<file path="src/verilog/mmu_defines.svh">
`ifndef MMU_DEFINES_SVH
`define MMU_DEFINES_SVH

`define TLB_ENTRIES 32
`define TLB_IDXW    5
`define PALEN       32
`define VPPNW       19
`define PPNW        (`PALEN-12)      // 4 KB pages only
`define ASIDW       10

// management op codes
`define OP_SRCH     2'd1
`define OP_RD       2'd2
`define OP_WR       2'd3

`define OPT_FETCH   2'd0
`define OPT_LOAD    2'd1
`define OPT_STORE   2'd2

`define EXC_TLBR    6'h3f
`define EXC_PIL     6'h01
`define EXC_PIS     6'h02
`define EXC_PIF     6'h03
`define EXC_PME     6'h04
`define EXC_PPI     6'h07
`define EXC_ADE     6'h08

`define SUB_ADEF    9'h000
`define SUB_ADEM    9'h001

// valid, subcode, code
`define EXCW        16

`endif

</file>
<file path="src/verilog/tlbMatch.sv">
`timescale 1ns/1ns
`include "mmu_defines.svh"

module tlbMatch
(
    input  logic [`TLB_ENTRIES*`VPPNW-1:0] entVppn,
    input  logic [`TLB_ENTRIES*`ASIDW-1:0] entAsid,
    input  logic [`TLB_ENTRIES-1:0]        entG,
    input  logic [`TLB_ENTRIES-1:0]        entE,
    input  logic [`VPPNW-1:0]              vppn,
    input  logic [`ASIDW-1:0]              asid,
    output logic                           hit,
    output logic [`TLB_IDXW-1:0]           hitIdx
);
    logic [`TLB_ENTRIES-1:0] matchVec;

    always_comb
    begin
        for (int i = 0; i < `TLB_ENTRIES; i++)
        begin
            matchVec[i] = entE[i]
                && (entVppn[i*`VPPNW +: `VPPNW] == vppn)
                && (entG[i] || entAsid[i*`ASIDW +: `ASIDW] == asid);
        end
    end

    // highest set index wins
    always_comb
    begin
        hitIdx = '0;
        for (int i = 0; i < `TLB_ENTRIES; i++)
        begin
            if (matchVec[i])
                hitIdx = `TLB_IDXW'(i);
        end
    end

    assign hit = |matchVec;

    // entries written by software must never overlap
    always_comb
    begin
        multiHit: assert ($onehot0(matchVec))
            else $error("tlbMatch: several entries hit vppn %h asid %h", vppn, asid);
    end

endmodule

</file>
<file path="config.mk">
export PLATFORM = sky130hd
export DESIGN_NAME = tlbMatch
export DESIGN_NICKNAME = d
export VERILOG_FILES = /design/src/verilog/tlbMatch.sv
export VERILOG_INCLUDE_DIRS = /design/src /design/src/verilog
export SDC_FILE = /design/constraint.sdc
export NUM_CORES = 1
export LEC_CHECK = 0
export BUFFER_PORTS_ARGS = -buffer_cell sky130_fd_sc_hd__buf_4
export CORE_AREA = 2 2 396 398
export DETAILED_ROUTE_END_ITERATION = 7
export DIE_AREA = 0 0 398 400
export PLACE_DENSITY_LB_ADDON = 0.2
export SLEW_MARGIN = 30
export SYNTH_ARGS = -nofsm -noshare
export SYNTH_HDL_FRONTEND = slang
export SYNTH_SLANG_ARGS = --single-unit
</file>
<file path="constraint.sdc">
create_clock -name vclk -period 4.2
set_input_delay 0.84 -clock vclk [all_inputs]
set_output_delay 0.84 -clock vclk [all_outputs]
set_load 0.005 [all_outputs]
</file>
## Yosys cells after proc, flatten, opt, wreduce, memory -nomap -nowiden

Cells that the tools add are included.

| operators by class | value |
|---|---|
| multiplexer cells | 31 |
| equal/unequal tests | 64 |
| reduce and logical (&&, ||, !) cells | 97 |

Operators by type and width:

| cell | count |
|---|---|
| $eq A19 B19 Y1 | 32 |
| $eq A10 B10 Y1 | 32 |
| $mux W5 | 30 |
| $logic_and A1 B1 Y1 | 64 |
| $logic_or A1 B1 Y1 | 32 |
| $reduce_or A32 Y1 | 1 |
| $mux W1 | 1 |

| word-level totals | value |
|---|---|
| logic and storage cells | 192 |
| register bits after elaboration | 0 |
| output and inout bits | 6 |

## Longest topological paths before layout

| depth | value |
|---|---|
| word-level depth | 34 |
| mapped depth | 14 |
| depth with buffers taken out | 11 |

## Worst setup path before layout

No wires, ideal clock.

| timing | value |
|---|---|
| kind | in2out |
| from | in vppn[18] |
| to | out hitIdx[0] |
| stages | 11 |
| arrival | 3.265 ns |
| path buffers | 4 |
| data required time | 3.360 ns |
| path slack | 0.095 ns |
| path through | clkbuf_1 -> buf_4 -> buf_2 -> buf_2 -> xnor2_1 -> nand4_1 -> nor4_1 -> nor3_1 -> a2111oi_1 -> o221ai_1 -> a21o_1 |

| between the ends | value |
|---|---|
| word-level cells in the longest chain between the ends | 34 |

Ends and longest elaborated chain:

| item | RTL line | text |
|---|---|---|
| start, declared | tlbMatch.sv:10 | `` input logic [`VPPNW-1:0] vppn, `` |
| $eq A19 B19 Y1 | tlbMatch.sv:22 | `` && (entVppn[i*`VPPNW +: `VPPNW] == vppn) `` |
| $logic_and A1 B1 Y1 (2 in series) | tlbMatch.sv:21 | `matchVec[i] = entE[i]` |
| $mux W1 | tlbMatch.sv:33 | `if (matchVec[i])` |
| $mux W5 (29 in series) | tlbMatch.sv:33 |  |
| $mux W5 * | tlbMatch.sv:33 |  |
| end, declared | tlbMatch.sv:13 | `` output logic [`TLB_IDXW-1:0] hitIdx `` |

Every way passes the cells marked *; elsewhere a longest branch is shown, timed or not.

## Final worst setup path

| timing | value |
|---|---|
| from | in asid[2] |
| to | out hitIdx[0] |

| between the ends | value |
|---|---|
| word-level cells in the longest chain between the ends | 34 |

Ends and longest elaborated chain:

| item | RTL line | text |
|---|---|---|
| start, declared | tlbMatch.sv:11 | `` input logic [`ASIDW-1:0] asid, `` |
| $eq A10 B10 Y1 | tlbMatch.sv:23 | `` && (entG[i] \|\| entAsid[i*`ASIDW +: `ASIDW] == asid); `` |
| $logic_or A1 B1 Y1 | tlbMatch.sv:23 |  |
| $logic_and A1 B1 Y1 | tlbMatch.sv:21 |  |
| $mux W1 | tlbMatch.sv:33 |  |
| $mux W5 (29 in series) | tlbMatch.sv:33 |  |
| $mux W5 * | tlbMatch.sv:33 |  |

Marked as above.

==> impl_metrics.py <==
metrics = {
    "run_status": {
        "outcome": "complete, but fails checks",
        "failed_checks": "setup timing",
    },
    "floorplanning": {
        "die_y_um": 400,
        "start_util_pct": 7.26,
        "core_area_sq_um": 155000,
        "die_w_um": 398,
        "pin_count": 1027,
        "dieArea_sq_um": 159000,
        "rows": 145,
    },
    "logic_synthesis": {
        "synth_fa_ha_area_share_pct": 0,
        "syn_area_sq_um": 11300,
        "synth_top_family_by_area": "XOR/XNOR gates",
        "synth-xor-area-share_pct": 72.1,
        "ys_seq_area_share_pct": 0,
        "synth_compound_area_share_pct": 3.65,
        "syn_inst": 1431,
        "synth_nets": 2452,
        "synth.distinct_cells": 35,
        "synthMuxAreaShare_pct": 0,
        "syn_area_per_cell_sq_um": 7.87,
        "synth-simple-area-share_pct": 17.6,
        "ys_warn_count": 0,
    },
    "timing": {
        "max_freq_ghz": 0.207,
        "fin_crit_ns": 4.84,
        "report.final.hold_viol_count": 0,
        "period_share_pct": 115,
        "timing.final.ws_setup_ns": -0.636,
        "drv_slew": 0,
        "finalSetupViolations": 6,
        "rsz0062_at_grt": "true",
        "worst_pin_slew_ns": 0.694,
        "relSlewSlack_pct": 53.5,
    },
    "setup_path": {
        "start_kind": "input pin",
        "critPathRequiredTime_ns": 3.36,
        "crit_fanout": 2,
        "cp.arrival_ns": 4.00,
        "critPathKind": "input pin to primary output",
        "crit_path_end_kind": "primary output",
    },
    "place": {
        "dp_hpwl_mm": 119,
        "dpl.cell_count": 4718,
        "port_buffers": 1027,
        "place_congestion": 0.911,
    },
    "global_routing": {
        "grt_max_degree": 20,
        "track_usage_pct": 15.7,
        "grt_first_pass_wirelength_mm": 165,
        "grt-ovfl-total": 0,
        "grt_antenna_before_repair": 29,
        "grt_pass1_vias": 16907,
    },
    "final_layout": {
        "nNetsFinal": 3744,
        "multiInputGateArea_sq_um": 11800,
        "post-route-util_pct": 16.8,
        "regArea_sq_um": 0,
        "n_fill_cell": 17749,
        "area.growth.synth_to_final_pct": 131,
        "n_clock_buffer": 0,
        "instances_no_fill": 4788,
        "design.seq.count": 0,
        "drive_above_1_share_pct": 58.1,
    },
    "power": {
        "ir_drop_v": 0.0000346,
        "p_per_area_nw_per_um2": 103,
        "p_comb_share_pct": 100.0,
        "leakagePower_nw": 11.1,
        "p_sw_mw": 1.29,
        "clkPwrFrac_pct": 0,
        "pwr-share-seq_pct": 0,
        "power.internal_mw": 1.40,
        "switching_share_pct": 47.8,
    },
    "detailed_routing": {
        "wl_per_cell_um": 27.8,
        "drt_iter0_markers": 765,
        "vias_per_cell": 3.29,
        "dr.pass1.iters": 5,
        "drcViolationCount": 0,
        "wl_mm": 133,
        "vias": 15760,
        "detail-route-antenna-nets": 0,
    },
    "hold_path": {
        "holdCritPathClass": "input pin to primary output",
    },
    "run": {
        "cap_violations": 0,
    },
    "clocking": {
        "hold_buffers": 0,
    },
}
critical path, stage by stage:
cell and delay, ns:
buf_8 0.10, xor2_2 0.16, nor4_2 0.31, buf_4 0.16, a41oi_2 0.11, buf_6 0.17, or4_4 0.42, a21oi_2 0.14
o21ai_1 0.07, a21oi_1 0.19, buf_4 0.18, o21ai_4 0.06, a2111oi_4 0.40, buf_4 0.18, o221ai_2 0.09, a21o_1 0.25
buf_6 0.15
cells in the mapped netlist, drive strengths merged (3+ instances only):
cell	n	area [sq um]
buf	107	676
nand2	3	11.3
xnor2	312	2730
clkbuf	9	33.8
or4	4	30.0
or2	6	37.5
inv	10	37.5
nand3	33	165
nor4	182	1180
a21oi	7	35.0
nor3	10	50.1
xor2	616	5400
o21ai	10	50.1
nand4	72	450
nor2	7	26.3
a41oi	28	245
repair_timing:
item,CTS,global route
gates cloned,3,0
pin swaps,52,59
setup buffers,35,23
gates resized for setup,198,89
endpoints found under the setup margin,6,6
per-stage QoR:
step	hold slack [ns]	cell area, sq um	setup slack (ns)	TNS [ns]	power [mW]
floorplan	1.94	11300	0.0952	0	0.918
global placement	2.48	23800	-1.45	-7.00	2.51
detailed placement	2.43	23800	-1.28	-6.78	2.50
CTS	2.45	25300	-0.688	-2.59	2.66
global route	2.48	26000	-0.732	-2.99	2.86
finish	2.42	26000	-0.636	-2.29	2.69
cells in the final DEF, fill, tap and decap left out, drive strengths merged, types with 3 or more instances in the layout:
| master | count |
|---|---|
| bufbuf | 3 |
| or2 | 6 |
| xnor2 | 312 |
| o21ai | 10 |
| nor2 | 7 |
| nand4 | 72 |
| a21oi | 7 |
| nor4 | 182 |
| a41oi | 28 |
| nor3 | 10 |
| inv | 10 |
| buf | 1403 |
| or4 | 4 |
| nand3 | 33 |
| diode | 9 |
| xor2 | 616 |
| nand2 | 3 |
path summary, 6_finish.rpt:
path | endpoint | slack [ns] | depth (start not counted) | from
max | hitIdx[0] | -0.64 | 17 | asid[2]
min | hitIdx[1] | 2.42 | 7 | entE[31]
cell type report:
class / count / area share, %
diodes: 9 / 0.0866
repair buffers: 1406 / 44.5
inverters: 10 / 0.144
multi-input cells: 1305 / 45.4
well taps: 2058 / 9.90
power groups by stage:
stage          Combinational, mW    Clock [mW]  Sequential, mW
3_3_place_gp                2.51             0               0
3_5_place_dp                2.50             0               0
6_report                    2.69   0.000000194               0
4_1_cts                     2.66             0               0
5_1_grt                     2.86  0.0000000899               0
2_1_floorplan              0.918             0               0
metal layers:
metal	GRT usage, %	up-vias	share of wire, %
met3	2.19	72	4.8
met5	0	-	0.077
li1	-	7454	-
met2	28.4	614	51
met1	20.0	7604	43
met4	2.13	16	1.5
kinds of logic after synthesis:
logic type                after synthesis
xor gates and xnor gates              928
and+or+nand+nor                       322
buffers and inverters                 126
AOI/OAI and AO/OA                      55
No activity file was read; power rests on OpenSTA's default activity.
