[src/verilog/mmu_defines.svh]
`ifndef MMU_DEFINES_SVH
`define MMU_DEFINES_SVH

`define TLB_ENTRIES 32
`define TLB_IDXW    5
`define PALEN       32
`define VPPNW       19
`define PPNW        (`PALEN-12)      // 4 KB pages only
`define ASIDW       10

// management op codes
`define OP_SRCH     2'd1
`define OP_RD       2'd2
`define OP_WR       2'd3

`define OPT_FETCH   2'd0
`define OPT_LOAD    2'd1
`define OPT_STORE   2'd2

`define EXC_TLBR    6'h3f
`define EXC_PIL     6'h01
`define EXC_PIS     6'h02
`define EXC_PIF     6'h03
`define EXC_PME     6'h04
`define EXC_PPI     6'h07
`define EXC_ADE     6'h08

`define SUB_ADEF    9'h000
`define SUB_ADEM    9'h001

// valid, subcode, code
`define EXCW        16

`endif

[src/verilog/mmuPkg.sv]
`include "mmu_defines.svh"

package mmuPkg;

    typedef struct packed {
        logic [2:0]  seg;               // compared against DMW[31:29]
        logic [28:0] offset;
    } winViewT;

    typedef struct packed {
        logic [`VPPNW-1:0] vppn;
        logic              odd;         // selects odd page half
        logic [11:0]       offset;
    } pageViewT;

    typedef union packed {
        winViewT  win;
        pageViewT page;
    } vaddrT;

endpackage

[src/verilog/tlbEntries.sv]
`timescale 1ns/1ns
`include "mmu_defines.svh"

module tlbEntries
    import mmuPkg::*;
(
    input  logic                           clk,
    input  logic                           rstN,
    input  logic                           wrEn,
    input  logic [`TLB_IDXW-1:0]           wrIdx,
    input  vaddrT                          wrVaddr,
    input  logic [`ASIDW-1:0]              wrAsid,
    input  logic [31:0]                    wrElo0,
    input  logic [31:0]                    wrElo1,
    input  logic                           wrNe,
    input  logic [`TLB_IDXW-1:0]           rdIdx,
    input  logic [`TLB_IDXW-1:0]           lkIdx,
    input  logic                           lkOdd,
    output logic [`TLB_ENTRIES*`VPPNW-1:0] entVppn,
    output logic [`TLB_ENTRIES*`ASIDW-1:0] entAsid,
    output logic [`TLB_ENTRIES-1:0]        entG,
    output logic [`TLB_ENTRIES-1:0]        entE,
    output logic [`VPPNW-1:0]              rdVppn,
    output logic [`ASIDW-1:0]              rdAsid,
    output logic                           rdG,
    output logic                           rdE,
    output logic [`PPNW+5:0]               rdElo0,
    output logic [`PPNW+5:0]               rdElo1,
    output logic [`PPNW-1:0]               lkPpn,
    output logic [1:0]                     lkPlv,
    output logic [1:0]                     lkMat,
    output logic                           lkD,
    output logic                           lkV
);
    logic [`VPPNW-1:0] vppnMem [`TLB_ENTRIES];
    logic [`ASIDW-1:0] asidMem [`TLB_ENTRIES];
    logic [`PPNW+5:0]  elo0Mem [`TLB_ENTRIES];    // {ppn, mat, plv, d, v}
    logic [`PPNW+5:0]  elo1Mem [`TLB_ENTRIES];
    logic [`PPNW+5:0]  lkElo;

    always_ff @(posedge clk)
    begin
        if (wrEn)
        begin
            vppnMem[wrIdx] <= wrVaddr.page.vppn;
            asidMem[wrIdx] <= wrAsid;
            elo0Mem[wrIdx] <= {wrElo0[`PPNW+7:8], wrElo0[5:0]};
            elo1Mem[wrIdx] <= {wrElo1[`PPNW+7:8], wrElo1[5:0]};
            entG[wrIdx]    <= wrElo0[6] & wrElo1[6];    // global only if both halves say so
        end
    end

    always_ff @(posedge clk or negedge rstN)
    begin
        if (!rstN)
            entE <= '0;
        else if (wrEn)
            entE[wrIdx] <= !wrNe;
    end

    for (genvar i = 0; i < `TLB_ENTRIES; i++)
    begin : genFlat
        assign entVppn[i*`VPPNW +: `VPPNW] = vppnMem[i];
        assign entAsid[i*`ASIDW +: `ASIDW] = asidMem[i];
    end

    assign rdVppn = vppnMem[rdIdx];
    assign rdAsid = asidMem[rdIdx];
    assign rdG    = entG[rdIdx];
    assign rdE    = entE[rdIdx];
    assign rdElo0 = elo0Mem[rdIdx];
    assign rdElo1 = elo1Mem[rdIdx];

    assign lkElo = lkOdd ? elo1Mem[lkIdx] : elo0Mem[lkIdx];
    assign lkPpn = lkElo[`PPNW+5:6];
    assign {lkMat, lkPlv, lkD, lkV} = lkElo[5:0];

    // index and enable of a write must be known
    wrIdxKnown: assert property (@(posedge clk) disable iff (!rstN)
        wrEn |-> !$isunknown({wrIdx, wrNe}))
        else $error("tlbEntries: write with unknown index %0d", wrIdx);

endmodule

[config.mk]
export PLATFORM = sky130hd
export DESIGN_NAME = tlbEntries
export DESIGN_NICKNAME = d
export VERILOG_FILES = /design/src/verilog/mmuPkg.sv /design/src/verilog/tlbEntries.sv
export VERILOG_INCLUDE_DIRS = /design/src /design/src/verilog
export SDC_FILE = /design/constraint.sdc
export NUM_CORES = 2
export LEC_CHECK = 0
export BUFFER_PORTS_ARGS = -buffer_cell sky130_fd_sc_hd__buf_4
export CORE_AREA = 5 5 474 476
export CTS_CLUSTER_SIZE = 16
export DETAILED_ROUTE_END_ITERATION = 10
export DIE_AREA = 0 0 479 481
export GPL_ROUTABILITY_DRIVEN = 1
export GPL_TIMING_DRIVEN = 0
export PLACE_DENSITY = 0.72
export SLEW_MARGIN = 15
export SYNTH_ARGS = -nofsm -noshare
export SYNTH_HDL_FRONTEND = slang
export SYNTH_SLANG_ARGS = --single-unit
[constraint.sdc]
create_clock -name clk -period 2.4 [get_ports clk]
set_input_delay 0 -clock clk [delete_from_list [all_inputs] [get_ports clk]]
set_output_delay 0 -clock clk [all_outputs]
set_load 0.01 [all_outputs]
* Yosys cells after proc, flatten, opt, wreduce, memory -nomap -nowiden
Memories as Yosys holds them, arrays and structs flattened.
Cells that the tools add are included.
** Storage, ports and cells
- Bits in registers :: 64
- Latch bits :: 0
- Memory bits (writable) :: 2592
- Bits in read-only memories :: 0
- Input bits :: 126
- Output and inout bits :: 1101
- Logic and storage cells :: 23
- Memories :: 4
** Operators by class
- Add/subtract/negate cells :: 0
- $mul :: 0
- Divide/modulo/power cells :: 0
- Magnitude comparators :: 3
- Eq/ne operators :: 0
- Shift-type cells :: 0
- Multiplexer cells :: 11
- Bitwise operators :: 1
- Reductions and logical operators :: 2
** Memory list
- elo0Mem :: words 32, bits a word 26, read ports 2, clocked after memory_dff 0, wr ports 1, line tlbEntries.sv:37 : logic [`PPNW+5:0] elo0Mem [`TLB_ENTRIES];
- elo1Mem :: words 32, bits a word 26, read ports 2, clocked after memory_dff 0, wr ports 1, line tlbEntries.sv:38 : logic [`PPNW+5:0] elo1Mem [`TLB_ENTRIES];
- vppnMem :: words 32, bits a word 19, read ports 33, clocked after memory_dff 0, wr ports 1, line tlbEntries.sv:35 : logic [`VPPNW-1:0] vppnMem [`TLB_ENTRIES];
- asidMem :: words 32, bits a word 10, read ports 33, clocked after memory_dff 0, wr ports 1, line tlbEntries.sv:36 : logic [`ASIDW-1:0] asidMem [`TLB_ENTRIES];
** Operators by type and width (number)
- bitwise mux 32 bit :: 2
- two-way mux 26 bit :: 1
- < comparator 5 x 6 -> 1 bit (second input constant) :: 2
- binary-select mux 1 bit (select 5 bit) :: 2
- demux 1 bit (select 5 bit) :: 1
- greater-or-equal comparator 5 x 1 -> 1 bit (second input constant) :: 1
- two-way mux 1 bit :: 5
- bitwise AND 1 bit :: 1
- logical AND 1 bit :: 1
- logical NOT 1 bit :: 1

* Logic depth before layout (Yosys ltp)
- Word-level depth :: 5
- Mapped depth :: 10
- Mapped depth without buffers :: 5

* Worst setup path before layout
Ideal clock, no wire load.
- Path kind :: in2reg
- Start point :: in wrIdx[1]
- End point :: mem asidMem[0][0] in the netlist's numbering, enable pin
- Library setup time :: 0.436 ns
- Arrival time :: 2.307 ns
- Required time :: 1.964 ns
- Path slack :: -0.343 ns
- Stages on the path :: 3
- Buffers on the path :: 0
- Path through :: nor3b_1 > nand2_1 > inv_1
** RTL lines
- from (decl) :: line tlbEntries.sv:10 : input logic [`TLB_IDXW-1:0] wrIdx,
- to (decl) :: line tlbEntries.sv:36
Straight into the memory's write port.

==> summary.md <==
| Metric | Value |
|---|---|
| Outcome | `finished, violations left` |
| Violated checks | `negative setup slack` |
| Die Ht | `481 µm` |
| CTS tree | `yes` |
| DRC Markers | `0` |
| Critical path data required time | `2.40 ns` |
| Total power | `107 mW` |
| Commonest non-fill, non-tap cell in the layout | `edfxtp_1` |
| Clock sinks | `2,656` |
| Max IR drop VDD | `879 µV` |
| Hpwl dp | `383,000 µm` |
| Clock latency at the later pin of the worst-skew pair | `0.97 ns` |
| Register bit total from synthesis | `2,656` |
| Fin. Hold Viols | `0` |
| Crit. End Element | `output pin` |
| DR vias/cell | `7.58` |
| Final ANT Viol Nets | `0` |
| Row count | `173` |
| Min cycle time layout | `3.54 ns` |
| Number of port buffers | `1,192` |
| Syn_area_per_cell | `22.4 µm²` |
| Setup TNS | `-62.45 ns` |
| Commonest cells after routing, fill and taps aside | `2,624 x edfxtp_1, 1,354 x buf_4, 1,125 x mux4_2` |
| Clock transition at path regs | `0.06 ns` |
| Largest family of logic cells by synthesized area | `multiplexers` |
| CTS Buf Count | `293` |
| Area leader, netlist | `edfxtp_1` |
| WS Path Type | `flop to output pin` |
| Routability Congestion | `0.981` |
| All-Layer GR Usage | `0.464` |
| Max-Cap Viols | `0` |
| Final net count | `7,163` |
| Global-route wire length before repair | `698,000 µm` |
| Post-Synth XOR/XNOR Area | `0` |
| Finish-stage setup viols | `132` |
| Post-Place Worst Slack | `-1.88 ns` |
| DR WL/cell | `53.2 µm` |
| Leak | `49.2 nW` |
| Synth Area in Compound Gates | `0.0188` |
| Mux contribution to synthesized area | `0.262` |
| Vias | `77,200` |
| RSZ-0062 raised after global routing | `true` |
| DR iter-0 viols | `15,800` |
| Synth warnings | `0` |
| Top cell type's share of synthesized area | `0.689` |
| Fill count | `14,400` |
| Root buf cell | `clkbuf_16` |
| Final worst slack | `-1.14 ns` |
| Peak Freq | `0.282 GHz` |
| Number of global-route vias before repair | `73,100` |
| Grt total ovfl | `0` |
| Initial core utilization | `0.519` |
| Slew margin rel. | `0.0272` |
| Library cells used by synthesis | `37` |
| Initial antenna violation count | `87` |
| Synth Area in Adders | `0` |
| Pwr/cell area | `745 nW/µm²` |
| Period utilisation layout | `1.48` |
| IO Pins | `1,227` |
| First drt pass iteration count | `7` |
| Clk_skew | `0 ns` |
| Share of layout cells above drive strength 1 | `0.496` |
| Critical Path Fanout Max | `2` |
| Seq/Total Area, Yosys | `0.696` |
| Arrival @ worst endpoint | `3.54 ns` |
| Hold WC Path Type | `primary input to flop` |
| Post-Syn Nets | `5,239` |
| Clock Tree Buf Depth | `4` |
| Post-Synth Simple-Gate Area | `0.00727` |
| H-tree lvl count | `5` |
| Critical Path Start Type | `flop` |
| Area Growth Syn to Fin | `25.3%` |
| Largest net degree at the start of global routing | `63` |
| Routed wire length | `542,000 µm` |
| Final Max Tran Viols | `0` |
| Cell Area, Synth | `114,000 µm²` |
| Die area | `230,000 µm²` |
| Die span in x | `479 µm` |
| Post-synthesis cell count | `5,113` |
| Synth area leaders | `edfxtp_1 69%, mux4_2 22%, mux2i_1 2.8%, mux2_2 1.2%, dfrtp_1 0.70%` |
| Worst-Margin Slew | `1.46 ns` |
| Core Area | `221,000 µm²` |
## final timing paths
kind	start	endpoint	slack, ns	cells past startpoint
min in group asynchronous	rstN	entE[5]	0.34	4
setup reg to reg	entE[0]	entE[0]	1.18	3
hold / removal	wrElo0[11]	elo0Mem[6][9]	0.05	2
setup / recovery	elo1Mem[16][25]	lkPpn[19]	-1.14	5
hold reg to reg	entE[15]	entE[15]	0.53	2
max in group asynchronous	rstN	entE[23]	1.81	4
## worst max-delay path: stages, from the launching register on
cell	delay, ns
edfxtp_1	0.42
mux4_2	0.48
mux4_2	0.48
nand3b_1	0.14
nand4_1	0.66
buf_4	0.41
## synth_stat cells
master / count
edfxtp_1: 2624
mux4_2: 1125
mux2i_1: 325
clkbuf_1: 167
mux2_2: 123
buf_2: 120
nand2_1: 115
a22oi_1: 104
a221oi_1: 57
o21ai_0: 57
buf_4: 46
dfrtp_1: 32
inv_1: 32
buf_1: 26
a21oi_1: 25
and3_1: 21
a41oi_1: 20
o22ai_1: 18
nor2_1: 17
nor2b_1: 9
a22o_1: 7
and2_1: 7
nor3_1: 7
a211oi_1: 6
buf_6: 4
a31oi_1: 3
a311oi_1: 2
and3b_1: 2
nand2b_1: 2
nor3b_1: 2
o311a_1: 2
clkinv_1: 1
nand3_1: 1
nand3b_1: 1
nand4_1: 1
o32a_1: 1
or3_1: 1
## flip-flops by register name, summed over array words and instances (netlist names)
name	flops
entG	32
elo1Mem	832
asidMem	320
vppnMem	608
elo0Mem	832
entE	32
## routing by layer
layer  track usage  share of wire  vias to the layer above  wire, µm
li1              -              -                    26400         -
met1         0.554           0.30                    39700    165000
met2         0.625           0.41                     9052    220000
met3         0.270           0.20                     1967    106000
met4         0.333          0.095                       36     51400
met5       0.00497        0.00055                        -       298
## power breakdown
part	switching (mW)	internal (mW)	total (mW)	leakage [nW]
logic	7.25	4.47	11.7	20.9
clock network	18.7	24.3	43.0	4.27
registers	0.390	51.6	52.0	24.0
## cell families after synthesis
logic type / after synthesis
buffers and inverters: 396
AO/OA/AOI/OAI: 302
multiplexers: 1573
flip-flops: 2656
AND/OR/NAND/NOR: 186
## through the flow
| stage | instance area (µm²) | utilization | hold slack (ns) | cells |
|---|---|---|---|---|
| global placement | 127000 | 0.576 | -0.0333 | 9192 |
| detailed placement | 129000 | 0.587 | -0.0238 | 9290 |
| CTS | 142000 | 0.646 | 0.000167 | 10100 |
| finish | 143000 | 0.650 | 0.0455 | 10200 |
| global route | 143000 | 0.649 | 0.0371 | 10200 |
| floorplan | 114000 | - | -0.296 | 5113 |
## layout make-up
cell class / instances / area, µm² / area share
inverter: 33 / 312 / 0.00217
antenna: 63 / 158 / 0.00110
timing repair inverter: 1 / 5.00 / 0.0000349
buffer: 361 / 2090 / 0.0146
clock buffer: 361 / 7700 / 0.0538
timing repair buffer: 1630 / 14500 / 0.101
multi-input combinational: 2061 / 34300 / 0.239
clock inverter: 135 / 1060 / 0.00739
tap: 2887 / 3610 / 0.0252
sequential: 2656 / 79600 / 0.555
## timing repair
action | CTS | global route
endpoints found under the setup margin | 109 | 181
hold buffers | 116 | 3
cloned | 0 | 1
pin swaps | 43 | 28
setup buffers | 168 | 54
endpoints found under the hold margin | 2951 | 32
gates resized for setup | 489 | 50
Note: power is estimated with default switching activity, not from simulation.
