===== config.mk =====
export PLATFORM = sky130hd
export DESIGN_NAME = tlbControl
export DESIGN_NICKNAME = d
export VERILOG_FILES = /design/src/verilog/mmuPkg.sv /design/src/verilog/tlbControl.sv
export VERILOG_INCLUDE_DIRS = /design/src /design/src/verilog
export SDC_FILE = /design/constraint.sdc
export NUM_CORES = 1
export LEC_CHECK = 0
export ABC_AREA = 1
export ABC_CLOCK_PERIOD_IN_PS = 800
export BUFFER_PORTS_ARGS = -buffer_cell sky130_fd_sc_hd__buf_2
export CAP_MARGIN = 30
export CORE_AREA = 2 2 144 146
export CTS_CLUSTER_DIAMETER = 200
export CTS_CLUSTER_SIZE = 8
export DETAILED_ROUTE_END_ITERATION = 10
export DIE_AREA = 0 0 146 148
export GPL_ROUTABILITY_DRIVEN = 0
export HOLD_SLACK_MARGIN = 0.08
export PLACE_DENSITY = 0.7
export SETUP_SLACK_MARGIN = 0.5
export SYNTH_ARGS = -nofsm -noshare
export SYNTH_HDL_FRONTEND = slang
export SYNTH_SLANG_ARGS = --single-unit

===== constraint.sdc =====
create_clock -name clk -period 0.8 [get_ports clk]
set_clock_uncertainty 0.2 [all_clocks]
set_input_delay 0.04 -clock clk [delete_from_list [all_inputs] [get_ports clk]]
set_output_delay 0.04 -clock clk [all_outputs]
set_load 0.005 [all_outputs]

===== src/verilog/mmu_defines.svh =====
`ifndef MMU_DEFINES_SVH
`define MMU_DEFINES_SVH

`define TLB_ENTRIES 32
`define TLB_IDXW    5
`define PALEN       32
`define VPPNW       19
`define PPNW        (`PALEN-12)      // 4 KB pages only
`define ASIDW       10

// management op codes
`define OP_SRCH     2'd1
`define OP_RD       2'd2
`define OP_WR       2'd3

`define OPT_FETCH   2'd0
`define OPT_LOAD    2'd1
`define OPT_STORE   2'd2

`define EXC_TLBR    6'h3f
`define EXC_PIL     6'h01
`define EXC_PIS     6'h02
`define EXC_PIF     6'h03
`define EXC_PME     6'h04
`define EXC_PPI     6'h07
`define EXC_ADE     6'h08

`define SUB_ADEF    9'h000
`define SUB_ADEM    9'h001

// valid, subcode, code
`define EXCW        16

`endif


===== src/verilog/mmuPkg.sv =====
`include "mmu_defines.svh"

package mmuPkg;

    typedef struct packed {
        logic [2:0]  seg;               // compared against DMW[31:29]
        logic [28:0] offset;
    } winViewT;

    typedef struct packed {
        logic [`VPPNW-1:0] vppn;
        logic              odd;         // selects odd page half
        logic [11:0]       offset;
    } pageViewT;

    typedef union packed {
        winViewT  win;
        pageViewT page;
    } vaddrT;

endpackage


===== src/verilog/tlbControl.sv =====
`timescale 1ns/1ns
`include "mmu_defines.svh"

module tlbControl
    import mmuPkg::*;
(
    input  logic                 clk,
    input  logic                 rstN,
    input  logic                 opValid,
    input  logic [1:0]           opCode,
    input  logic                 stallW,
    input  logic [31:0]          tlbIdxIn,
    input  vaddrT                tlbEhiIn,
    input  logic [31:0]          tlbElo0In,
    input  logic [31:0]          tlbElo1In,
    input  logic [`ASIDW-1:0]    asid,
    input  logic                 srchHit,
    input  logic [`TLB_IDXW-1:0] srchIdx,
    input  logic [`VPPNW-1:0]    rdVppn,
    input  logic [`ASIDW-1:0]    rdAsid,
    input  logic                 rdG,
    input  logic                 rdE,
    input  logic [`PPNW+5:0]     rdElo0,
    input  logic [`PPNW+5:0]     rdElo1,
    output logic                 wrEn,
    output logic [31:0]          tlbIdxOut,
    output logic [31:0]          tlbEhiOut,
    output logic [31:0]          tlbElo0Out,
    output logic [31:0]          tlbElo1Out,
    output logic [`ASIDW-1:0]    asidOut
);
    logic [31:0]       idxNext;
    logic [31:0]       ehiNext;
    logic [31:0]       elo0Next;
    logic [31:0]       elo1Next;
    logic [`ASIDW-1:0] asidNext;

    assign wrEn = opValid && !stallW && (opCode == `OP_WR);

    always_comb
    begin
        idxNext  = tlbIdxIn;
        ehiNext  = tlbEhiIn;
        elo0Next = tlbElo0In;
        elo1Next = tlbElo1In;
        asidNext = asid;
        if (opValid && opCode == `OP_SRCH)
        begin
            idxNext[31] = !srchHit;    // NE
            if (srchHit)
                idxNext[`TLB_IDXW-1:0] = srchIdx;
        end
        else if (opValid && opCode == `OP_RD)
        begin
            if (rdE)
            begin
                idxNext[31] = 1'b0;
                ehiNext  = {rdVppn, tlbEhiIn.page.odd, tlbEhiIn.page.offset};
                elo0Next = {tlbElo0In[31:28], rdElo0[`PPNW+5:6], tlbElo0In[7], rdG, rdElo0[5:0]};
                elo1Next = {tlbElo1In[31:28], rdElo1[`PPNW+5:6], tlbElo1In[7], rdG, rdElo1[5:0]};
                asidNext = rdAsid;
            end
            else
            begin
                idxNext  = {1'b1, 31'b0};
                ehiNext  = '0;
                elo0Next = '0;
                elo1Next = '0;
                asidNext = '0;
            end
        end
    end

    always_ff @(posedge clk or negedge rstN)
    begin
        if (!rstN)
        begin
            tlbIdxOut  <= '0;
            tlbEhiOut  <= '0;
            tlbElo0Out <= '0;
            tlbElo1Out <= '0;
            asidOut    <= '0;
        end
        else if (!stallW)
        begin
            tlbIdxOut  <= idxNext;
            tlbEhiOut  <= ehiNext;
            tlbElo0Out <= elo0Next;
            tlbElo1Out <= elo1Next;
            asidOut    <= asidNext;
        end
    end

    opLegal: assert property (@(posedge clk) disable iff (!rstN)
        opValid |-> opCode != 2'd0)
        else $error("tlbControl: valid op with code 0");

endmodule


# == After elaboration in Yosys (flattened, before gate mapping) ==
# Cells that the tools add are included.
# word_totals
reg_bits,138
input_bits,233
output_inout_bits,139
word_cells,33
# classes
eq_ne,3
muxes,19
n_reduce_logical,6
# op_table
op,n
$mux W32,10
$mux W31,1
$mux W10,3
$mux W26,1
$mux W5,2
$eq A2 B2 Y1 const B,2
$logic_and A1 B1 Y1,4
$eq A2 B1 Y1 const B,1
$logic_not A1 Y1,2
$mux W1,2

# == Depth between registers and ports, before layout ==
# Gate-level depths: netlist of the first run.
# logic_depth
depth_word,4
ltp_mapped,7
ltp_nobuf,7

# == Worst setup path after synthesis of the first run ==
# OpenSTA, ideal clock, no wires.
# synth_path
kind,input port to flip-flop
start,input port opCode[0]
end,register tlbEhiOut[23]
arrival_ns,0.774
required_ns,0.476
setup_slack_ns,-0.298
path_stages,6
n_path_buf,2
cell_sequence,inv_1 -> nand3_4 -> buf_4 -> buf_2 -> a21oi_1 -> a21oi_1
# synth_between
elab_chain_cells,4
# synth_lines
item,line,rtl
from (decl),tlbControl.sv:10,"input logic [1:0] opCode,"
$eq A2 B2 Y1 (no source line),n/a,
$logic_and A1 B1 Y1 (no source line),n/a,
$mux W32,tlbControl.sv:53,else if (opValid && opCode == `OP_RD)
$mux W32 (*),tlbControl.sv:47,if (opValid && opCode == `OP_SRCH)
to (signal assigned),tlbControl.sv:87,tlbEhiOut <= ehiNext;
to (decl),tlbControl.sv:27,"output logic [31:0] tlbEhiOut,"
# Every way passes the cells marked *; elsewhere a longest branch is shown, timed or not.
# A chain may end at the register's enable or synchronous reset.

# == Final worst setup path of the first run ==
# layout_path
start,register tlbElo0Out[12]
end,output port tlbElo0Out[12]
# layout_lines
item,line,rtl
from (decl),tlbControl.sv:28,"output logic [31:0] tlbElo0Out,"
from (signal assigned),tlbControl.sv:88,tlbElo0Out <= elo0Next;
# No word-level cell between the ends.

==> impl_results.md, run 1 <==
- CTS tree: done
- Synthesized instance count: between 700 and 800
- WP buf/inv: 1
- Worst path max stage delay: 0.43 ns
- Initial Utilization: a little under a third
- Commonest non-fill, non-tap cell in the layout: buf_2
- Layout Nets: 1525
- Fin crit period: 1.23 ns
- Type of the worst setup path: reg -> out
- Antenna viol nets, final: 0
- Total Power: between 20000 and 25000 uW
- Final setup fails: 277
- Crit path max-delay cell type: dfrtp_1
- Antenna Cells: 0
- Die W: 146 um
- Critical Path Sink: tlbElo0Out[12]
- CTS sink cnt: approximately 140
- Crit path max fanout: 2
- Synth Area in Compound Gates: between 15 and 20%
- Synth async-reset ratio: 100%
- I/O pin count: 372
- R2r startpoint: tlbElo0Out[29]
- Number of hold violations in the final report: 276
- Lkg Pwr: 0.00641 uW
- Failing checks: hold timing, setup timing
- Ys flop type: dfrtp_1
- H-Tree Depth: 4
- Clock-pin slew on the worst setup and hold paths: 0.06 ns
- Post-Synthesis Cell Area: approximately 6100 sq um
- Slew headroom: 80.4%
- Synth-to-Final Area Change: 113%
- Crit path cell chain: buf_2
- R2R depth: 4
- EDFF count, synth: 0
- Largest family of logic cells by synthesized area: simple AND/OR/NAND/NOR gates
- Fillcell total: around 1.5k
- Sequential element share of the synthesized area: 56.7%
- Die area: 21600 sq um
- Status: complete, but fails checks
- PwrDens: around 1700 nW/um^2
- Vias in the first global route: 7832
- GRT Util Overall: 24.7%
- Startpoint types: flop
- Worst r2r dst: tlbElo0Out[29]
- Crit path max-delay family: flip-flops
- Combined area of the multi-input logic cells: approximately 3700 sq um
- Hold slack: -0.721 ns
- RSZ-0062 raised after global routing: true
- FP Rows: 52
- Post-synthesis register bit count: 138
- Share of cells above drive strength 1: 69.7%
- Initial antenna violation count: 1
- Hold WC Path Type: in -> async
- DRC: 0
- Clock tree buffer depth: 2
- Crit share post-route: 154%
- CP required: 0.56 ns
- FMAX: around 810 MHz
- Core area: 20000 sq um
- Mean post-synth cell area: 8.28 sq um
- Insertion delay to the later sink of the worst-skew pair: 0.42 ns
- CP Capture Type: output port
- Post-Syn Nets: 969
- Root buf cell: clkbuf_16
- Most frequent cells in the layout: buf_2, nand2_1, dfrtp_1, a21oi_2, buf_4
- Initial drt markers: about 400
- Register Area: roughly 3500 sq um
- Ys Warns: 0
- Grt ovf: 0
- Reg2reg setup slack: -0.30 ns
- Pre-Repair DR Iteration Count: 7
- Worst setup margin: -0.432 ns
- Post-DP HPWL: approximately 16000 um
- Largest net degree at the start of global routing: 36
- Fin. max-slew vios: 0
- Arr. time, crit path: 0.99 ns
- WL per Instance: 19.4 um
- Crit path depth: 1
- Post-synthesis simple-gate area fraction: 20.6%
- Tightest Pin Transition: approximately 0.29 ns
- TritonCTS buffer count: 17
- Die Y: 148 um
- Synth unique cells: 20
- Synth Area in XOR/XNOR: 0%
- Vias per cell: 5.14
- Via Count: 8097
- First-pass GRT wire length: 41700 um
- Max cap viols: 0
- Mux contribution to synthesized area: 0%
- Peak supply drop: ~1.4 mV
- Crit path from: tlbElo0Out[12]
- Port-buffer cells: ~370
- Final wirelength: 30500 um
- Adder-cell area share of the yosys netlist: 0%
## state kept, by name, summed over array words and instances, names as in the netlist
name,count
tlbEhiOut,32
tlbElo0Out,32
tlbElo1Out,32
tlbIdxOut,32
asidOut,10
## kinds of logic (layout without fill, tap and decap cells)
kind of cell           count (synthesis)  after routing
AOI/OAI and AO/OA                    216            216
buffers and inverters                 59            628
DFF                                  138            138
and+or+nand+nor                      323            323
## worst min-delay path by stage
stage	to	cells past startpoint
floorplan	asidOut[0]	0
global placement	tlbElo1Out[10]	1
detailed placement	tlbElo1Out[10]	1
CTS	tlbElo1Out[9]	1
global route	tlbElo1Out[9]	1
finish	tlbElo1Out[10]	1
## area by class of cell
class	instances	share of cell area (%)
clock inverters	13	1.22
flip-flops and latches	138	26.6
clock buffers	19	3.42
well taps	270	2.61
multi-input cells	539	28.8
repair buffers	589	37.0
inverters	7	0.319
## per-layer routing
metal  vias to the layer above  track usage (%)  part of all wire, %
li1                       3539                -                    -
met1                      3920             29.3                   36
met2                       495             42.3                   50
met3                       143             6.67                  8.9
met4                         0             10.7                  5.5
met5                         -                0                    0
## through the flow
| stage | setup slack [ns] | util, % | instance area [sq um] | setup TNS, ns | std cells |
|---|---|---|---|---|---|
| after floorplan | -0.235 | - | 6380 | -23.68 | 736 |
| after detailed placement | -0.580 | 44.5 | 8920 | -69.82 | 1389 |
| after global routing | -0.462 | 64.7 | 13000 | -91.65 | 1575 |
| final | -0.432 | 64.7 | 13000 | -82.69 | 1575 |
| after CTS | -0.429 | 58.7 | 11800 | -79.59 | 1519 |
| after global placement | -0.530 | 44.5 | 8920 | -66.18 | 1389 |
## timing repair
action | 4_1_cts | 5_1_grt
cloned | 25 | 1
pin swaps | 104 | 61
setup endpoints to repair | 277 | 277
hold endpoints to repair | 276 | 276
gates resized for setup | 294 | 205
setup buffers | 73 | 55
## where the power goes
| part | leakage (uW) | internal (uW) | switching (uW) | total [uW] |
|---|---|---|---|---|
| logic | 0.00452 | 2920 | 2610 | 5530 |
| registers | 0.00161 | 7680 | 439 | 8120 |
| clock network | 0.000291 | 4770 | 3380 | 8150 |
| total | 0.00641 | 15400 | 6430 | 21800 |
## cells in the mapped netlist, types with 2 or more instances
cell,count,share of area (%)
nand2_1,214,13
a21oi_1,167,14
dfrtp_1,138,57
nor2_1,101,6.2
o21ai_0,49,4.0
clkbuf_1,22,1.4
buf_1,10,0.62
buf_2,9,0.74
buf_6,8,1.5
inv_1,5,0.31
nand3_1,3,0.25
buf_4,2,0.25
Power figures use the tool's default switching activity.
==> inputs of run 2 (changes only) <==
Settings changed: SKIP_CTS_REPAIR_TIMING from default to 1.
==> run 2 against run 1 <==
Against the previous run:
- the flow still finishes with violations (hold timing, setup timing)
- worst hold slack got worse by 0.0064 ns
- routed wire length is 13% lower
- total power down 3.8%
- via count shrank 8.0%
- critical path type unchanged
- critical endpoint is now tlbElo0Out[9]
- largest cell class unchanged
- highest routed layer unchanged
==> impl_results.md, run 2 (synthesized netlist as in run 1, its figures left out) <==
- Slew headroom: 83.3% (+2.9 points)
- I/O pin count: 372 (unchanged)
- Port-buffer cells: 371 (unchanged)
- Tightest Pin Transition: 0.250 ns (-0.0430 ns)
- Worst setup margin: -0.415 ns (+0.0172 ns)
- FMAX: 823 MHz (+1.4%)
- Fin util: 57.6% (-7.1 points)
- Non-Filler Instances: 1507 (-4.3%)
- Wire length on met1: 9930 um (-9.5%)
- WL per Instance: 17.5 um (-9.5%)
- FP Rows: 52 (unchanged)
- Placed Cells: 1389 (unchanged)
- Hold slack: -0.728 ns (-0.00639 ns)
- Antenna viol nets, final: 0 (unchanged)
- Worst path max stage delay: 0.41 ns (-0.02 ns)
- Die Y: 148 um (unchanged)
- Post-DP HPWL: 16200 um (unchanged)
- Share of cells above drive strength 1: 61.4% (-8.3 points)
- Crit share post-route: 152% (-2.1 points)
- Arr. time, crit path: 0.98 ns (about the same)
- Initial Utilization: 30.4% (unchanged)
- WP buf/inv: 1 (unchanged)
- Final setup fails: 271 (-2.2%)
- CP required: 0.56 ns (about the same)
- Final wirelength: 26400 um (-13%)
- Final Cell Area: 11500 sq um (-11%)
- Max Used Layer: met4
- RSZ-0062 raised after global routing: true
- Via Count: 7448 (-8.0%)
- Fin crit period: 1.22 ns (-0.0172 ns)
- CTS tree: done
- Layout Nets: 1457 (-4.5%)
- Grt ovf: 0 (unchanged)
- Vias in the first global route: 6676 (-15%)
- Hold WC Path Type: in -> async
- Lkg Pwr: 0.00556 uW (-13%)
- Die W: 146 um (unchanged)
- Initial antenna violation count: 1 (unchanged)
- Met2 WL: 13200 um (-13%)
- PwrDens: 1820 nW/um^2 (+8.0%)
- Commonest non-fill, non-tap cell in the layout: buf_2
- First-pass GRT wire length: 33800 um (-19%)
- Synth-to-Final Area Change: 89.4%
- Crit path max fanout: 2 (unchanged)
- Max cap viols: 0 (unchanged)
- CP Capture Type: output port
- Antenna Cells: 0 (unchanged)
- Insertion delay to the later sink of the worst-skew pair: 0.42 ns (about the same)
- Status: complete, but fails checks
- Initial drt markers: 402 (-0.50%)
- Root buf cell: clkbuf_16
- Startpoint types: flop
- Failing checks: hold timing, setup timing
- Number of hold violations in the final report: 276 (unchanged)
- DRC: 0 (unchanged)
- Fin. max-slew vios: 0 (unchanged)
- Crit path max-delay family: flip-flops
- Fillcell total: 1699 (+14%)
- Clock tree buffer depth: 2 (unchanged)
- CTS sink cnt: 138 (unchanged)
- Die area: 21600 sq um (unchanged)
- Vias per cell: 4.94 (-3.9%)
- Peak supply drop: 1.33 mV (-1.5%)
- Type of the worst setup path: reg -> out
- Area post-placement: 8920 sq um (unchanged)
- Crit path max-delay cell type: dfrtp_1
- GRT Util Overall: 19.3% (-5.4 points)
- Core area: 20000 sq um (unchanged)
- Reg2reg setup slack: -0.26 ns (+0.04 ns)
- Largest net degree at the start of global routing: 46 (+28%)
- Most frequent cells in the layout: buf_2, nand2_1, dfrtp_1, a21oi_2, a21oi_1
- TritonCTS buffer count: 17 (unchanged)
- Pre-Repair DR Iteration Count: 5 (-2)
- H-Tree Depth: 4 (unchanged)
- Crit path cell chain: buf_2
- Met3 routed WL: 2140 um (-21%)
- Clock-pin slew on the worst setup and hold paths: 0.07 ns (about the same)
## run 2: cell types whose count changed in the layout (fill, tap and decap cells not counted), sizes merged
cell / delta
clkbuf: +9
buf: -77
## run 2: area by class of cell
| cell class | instances | area [sq um] | area share, % |
|---|---|---|---|
| Timing Repair Buffer | 521 | 3820 | 33.1 |
| Multi-Input combinational cell | 539 | 3290 | 28.5 |
| Inverter | 7 | 41.3 | 0.358 |
| Sequential cell | 138 | 3450 | 29.9 |
| Clock inverter | 13 | 158 | 1.37 |
| Tap cell | 270 | 338 | 2.93 |
| Clock buffer | 19 | 443 | 3.84 |
## run 2: worst paths after layout
path | startpoint | to | depth (start not counted)
worst max register to register | tlbElo0Out[15] | tlbElo0Out[15] | 3
min in group clk | rdElo1[1] | tlbElo1Out[1] | 3
worst max-delay path | tlbElo0Out[9] | tlbElo0Out[9] | 1
worst min register to register | tlbIdxOut[31] | tlbIdxOut[31] | 2
worst min-delay path | rstN | tlbElo1Out[9] | 1
max in group asynchronous | rstN | tlbIdxOut[10] | 2
## run 2: per-stage QoR
step                worst slack [ns]  power (uW)  setup TNS (ns)
global route                  -0.447       21800          -76.18
global placement              -0.530       11400          -66.18
detailed placement            -0.580       11500          -69.82
floorplan                     -0.235        9390          -23.68
CTS                           -0.429       19600          -62.37
finish                        -0.415       21000          -66.00
## run 2: report_power, final
group          total [uW]  switching, uW  internal (uW)
registers            8120            446           7680
clock network        8120           3360           4770
logic                4720           2250           2470
## run 2: metal layers
layer,GRT usage (%),vias to the layer above
met2,32.8,387
met5,0,-
li1,-,3398
met1,23.5,3574
met4,6.55,0
met3,5.74,89
==> inputs of run 3 (changes only) <==
Settings changed: BUFFER_PORTS_ARGS -buffer_cell sky130_fd_sc_hd__buf_2 to -buffer_cell sky130_fd_sc_hd__buf_4, RECOVER_POWER from default to 25.
==> run 3 against run 2 <==
Against the previous run:
- critical path depth stayed put
- routed wire length is 6.2% higher
- setup slack improved by 0.014 ns
- fmax grew 1.1%
- design area rose by 11%
- the flow still finishes with violations (hold timing, setup timing)
- clock power rose by 2%
- sequential power grew 2%
- non-clock buffer count decreased by 17
==> impl_results.md, run 3 (synthesized netlist as in run 1, its figures left out) <==
- Worst setup margin: -0.401 ns (+0.0138 ns)
- Die W: 146 um (unchanged)
- First-pass GRT wire length: 35100 um (+4.0%)
- Via Count: 7432 (-0.21%)
- Share of cells above drive strength 1: 61.8% (+0.33 points)
- Number of hold violations in the final report: 276 (unchanged)
- Place WS: -0.559 ns (+0.0207 ns)
- Final Cell Area: 12900 sq um (+11%)
- TritonCTS buffer count: 17 (unchanged)
- Grt ovf: 0 (unchanged)
- Clock-pin slew on the worst setup and hold paths: 0.07 ns (about the same)
- Layout Nets: 1440 (-1.2%)
- WP buf/inv: 1 (unchanged)
- CTS tree: done
- Die area: 21600 sq um (unchanged)
- Reg2reg setup slack: -0.23 ns (+0.03 ns)
- Lkg Pwr: 0.00600 uW (+8.0%)
- Worst path max stage delay: 0.42 ns (about the same)
- Crit path max fanout: 2 (unchanged)
- Fin crit period: 1.20 ns (-0.0138 ns)
- GRT Util Overall: 20.3% (+0.98 points)
- Vias in the first global route: 6738 (+0.93%)
- Crit path max-delay family: flip-flops
- Final wirelength: 28000 um (+6.2%)
- Root buf cell: clkbuf_16
- Core area: 20000 sq um (unchanged)
- Crit path depth: 1 (unchanged)
- CP Capture Type: output port
- Hold WC Path Type: in -> async
- Largest net degree at the start of global routing: 48 (+4.3%)
- Startpoint types: flop
- Synth-to-Final Area Change: 111%
- FMAX: 832 MHz (+1.1%)
- Type of the worst setup path: reg -> out
- H-Tree Depth: 4 (unchanged)
- Crit path max-delay cell type: dfrtp_1
- Fin. max-slew vios: 0 (unchanged)
- Pre-Repair DR Iteration Count: 5 (unchanged)
- Arr. time, crit path: 0.96 ns (-0.02 ns)
- Crit path cell chain: buf_6
- Insertion delay to the later sink of the worst-skew pair: 0.41 ns (about the same)
- Total Power: 22300 uW (+6.3%)
- Setup TNS: -68.66 ns (-2.66 ns)
- Final setup fails: 277 (+2.2%)
- Antenna Cells: 0 (unchanged)
- PwrDens: 1730 nW/um^2 (-4.6%)
- Status: complete, but fails checks
- I/O pin count: 372 (unchanged)
- FP Rows: 52 (unchanged)
- DRC: 0 (unchanged)
- Max cap viols: 0 (unchanged)
- Tightest Pin Transition: 0.586 ns (+0.336 ns)
- Initial Utilization: 30.4% (unchanged)
- CP required: 0.56 ns (about the same)
- Most frequent cells in the layout: buf_4, buf_6, nand2_1, dfrtp_1, a21oi_2
- Vias per cell: 4.99 (+0.99%)
- Die Y: 148 um (unchanged)
- Worst r2r dst: tlbElo0Out[25]
- WL per Instance: 18.8 um (+7.4%)
- Clock tree buffer depth: 2 (unchanged)
- CTS sink cnt: 138 (unchanged)
- Failing checks: hold timing, setup timing
- R2r startpoint: tlbElo0Out[25]
- Antenna viol nets, final: 0 (unchanged)
- Port-buffer cells: 371 (unchanged)
- Commonest non-fill, non-tap cell in the layout: buf_4
- Initial antenna violation count: 0 (-1)
- Initial drt markers: 368 (-8.5%)
- Hold slack: -0.581 ns (+0.147 ns)
- Area post-placement: 9820 sq um (+10%)
- Crit share post-route: 150% (-1.7 points)
- Post-DP HPWL: 16700 um (+2.7%)
- RSZ-0062 raised after global routing: true
- Peak supply drop: 1.70 mV (+27%)
- Slew headroom: 60.9% (-22 points)
- R2R depth: 3 (unchanged)
[run 3: cell count changes in the layout (fill, tap and decap cells not counted), moves of 5 or more]
cell | before | now
buf_2 | 366 | 0
nand2_2 | 17 | 12
o21ai_2 | 20 | 26
buf_6 | 62 | 182
nand2_4 | 20 | 28
o21ai_1 | 29 | 23
a21oi_2 | 89 | 94
buf_4 | 48 | 269
[run 3: final cells by class]
class | instances | area, sq um
Fill cell | 1527 | 7180
Inverter | 7 | 41.3
Sequential cell | 138 | 3450
Clock buffer | 18 | 439
Clock inverter | 13 | 168
Tap cell | 270 | 338
Timing Repair Buffer | 504 | 5070
Multi-Input combinational cell | 539 | 3350
[run 3: where the power goes]
part,switching (uW),internal (uW)
clock network,3240,5000
logic,2290,3470
registers,589,7680
total,6120,16200
[run 3: layer usage]
metal | routed length (um) | GRT usage (%) | vias to the layer above
met4 | 991 | 6.07 | 0
met1 | 10600 | 24.8 | 3619
li1 | - | - | 3355
met5 | 0 | 0 | -
met3 | 2310 | 5.99 | 81
met2 | 14100 | 34.8 | 377
[run 3: worst register-to-register path: cells and delay by family, from the launching register on]
family | cells | cell delay, ns
AOI/OAI and AO/OA | 1 | 0.06
and+or+nand+nor | 1 | 0.10
DFF | 1 | 0.41
buffers and inverters | 1 | 0.15
[run 3: worst max-delay path by stage]
| stage | end | slack (ns) | start |
|---|---|---|---|
| 2_1_floorplan | tlbIdxOut[1] | -0.23 | opCode[0] |
| 3_3_place_gp | tlbElo0Out[6] | -0.52 | opCode[0] |
| 3_5_place_dp | tlbElo1Out[6] | -0.56 | opCode[0] |
| 4_1_cts | tlbElo0Out[12] | -0.43 | tlbElo0Out[12] |
| 5_1_grt | tlbElo1Out[22] | -0.44 | tlbElo1Out[22] |
| 6_report | tlbElo1Out[16] | -0.40 | tlbElo1Out[16] |
[run 3: metrics by stage]
step / hold slack [ns] / std cells / utilization [%]
6_report: -0.581 / 1489 / 64.2
5_1_grt: -0.581 / 1489 / 64.2
4_1_cts: -0.739 / 1410 / 52.0
3_5_place_dp: -0.298 / 1379 / 49.0
3_3_place_gp: -0.297 / 1379 / 49.0
2_1_floorplan: -0.456 / 736 / -
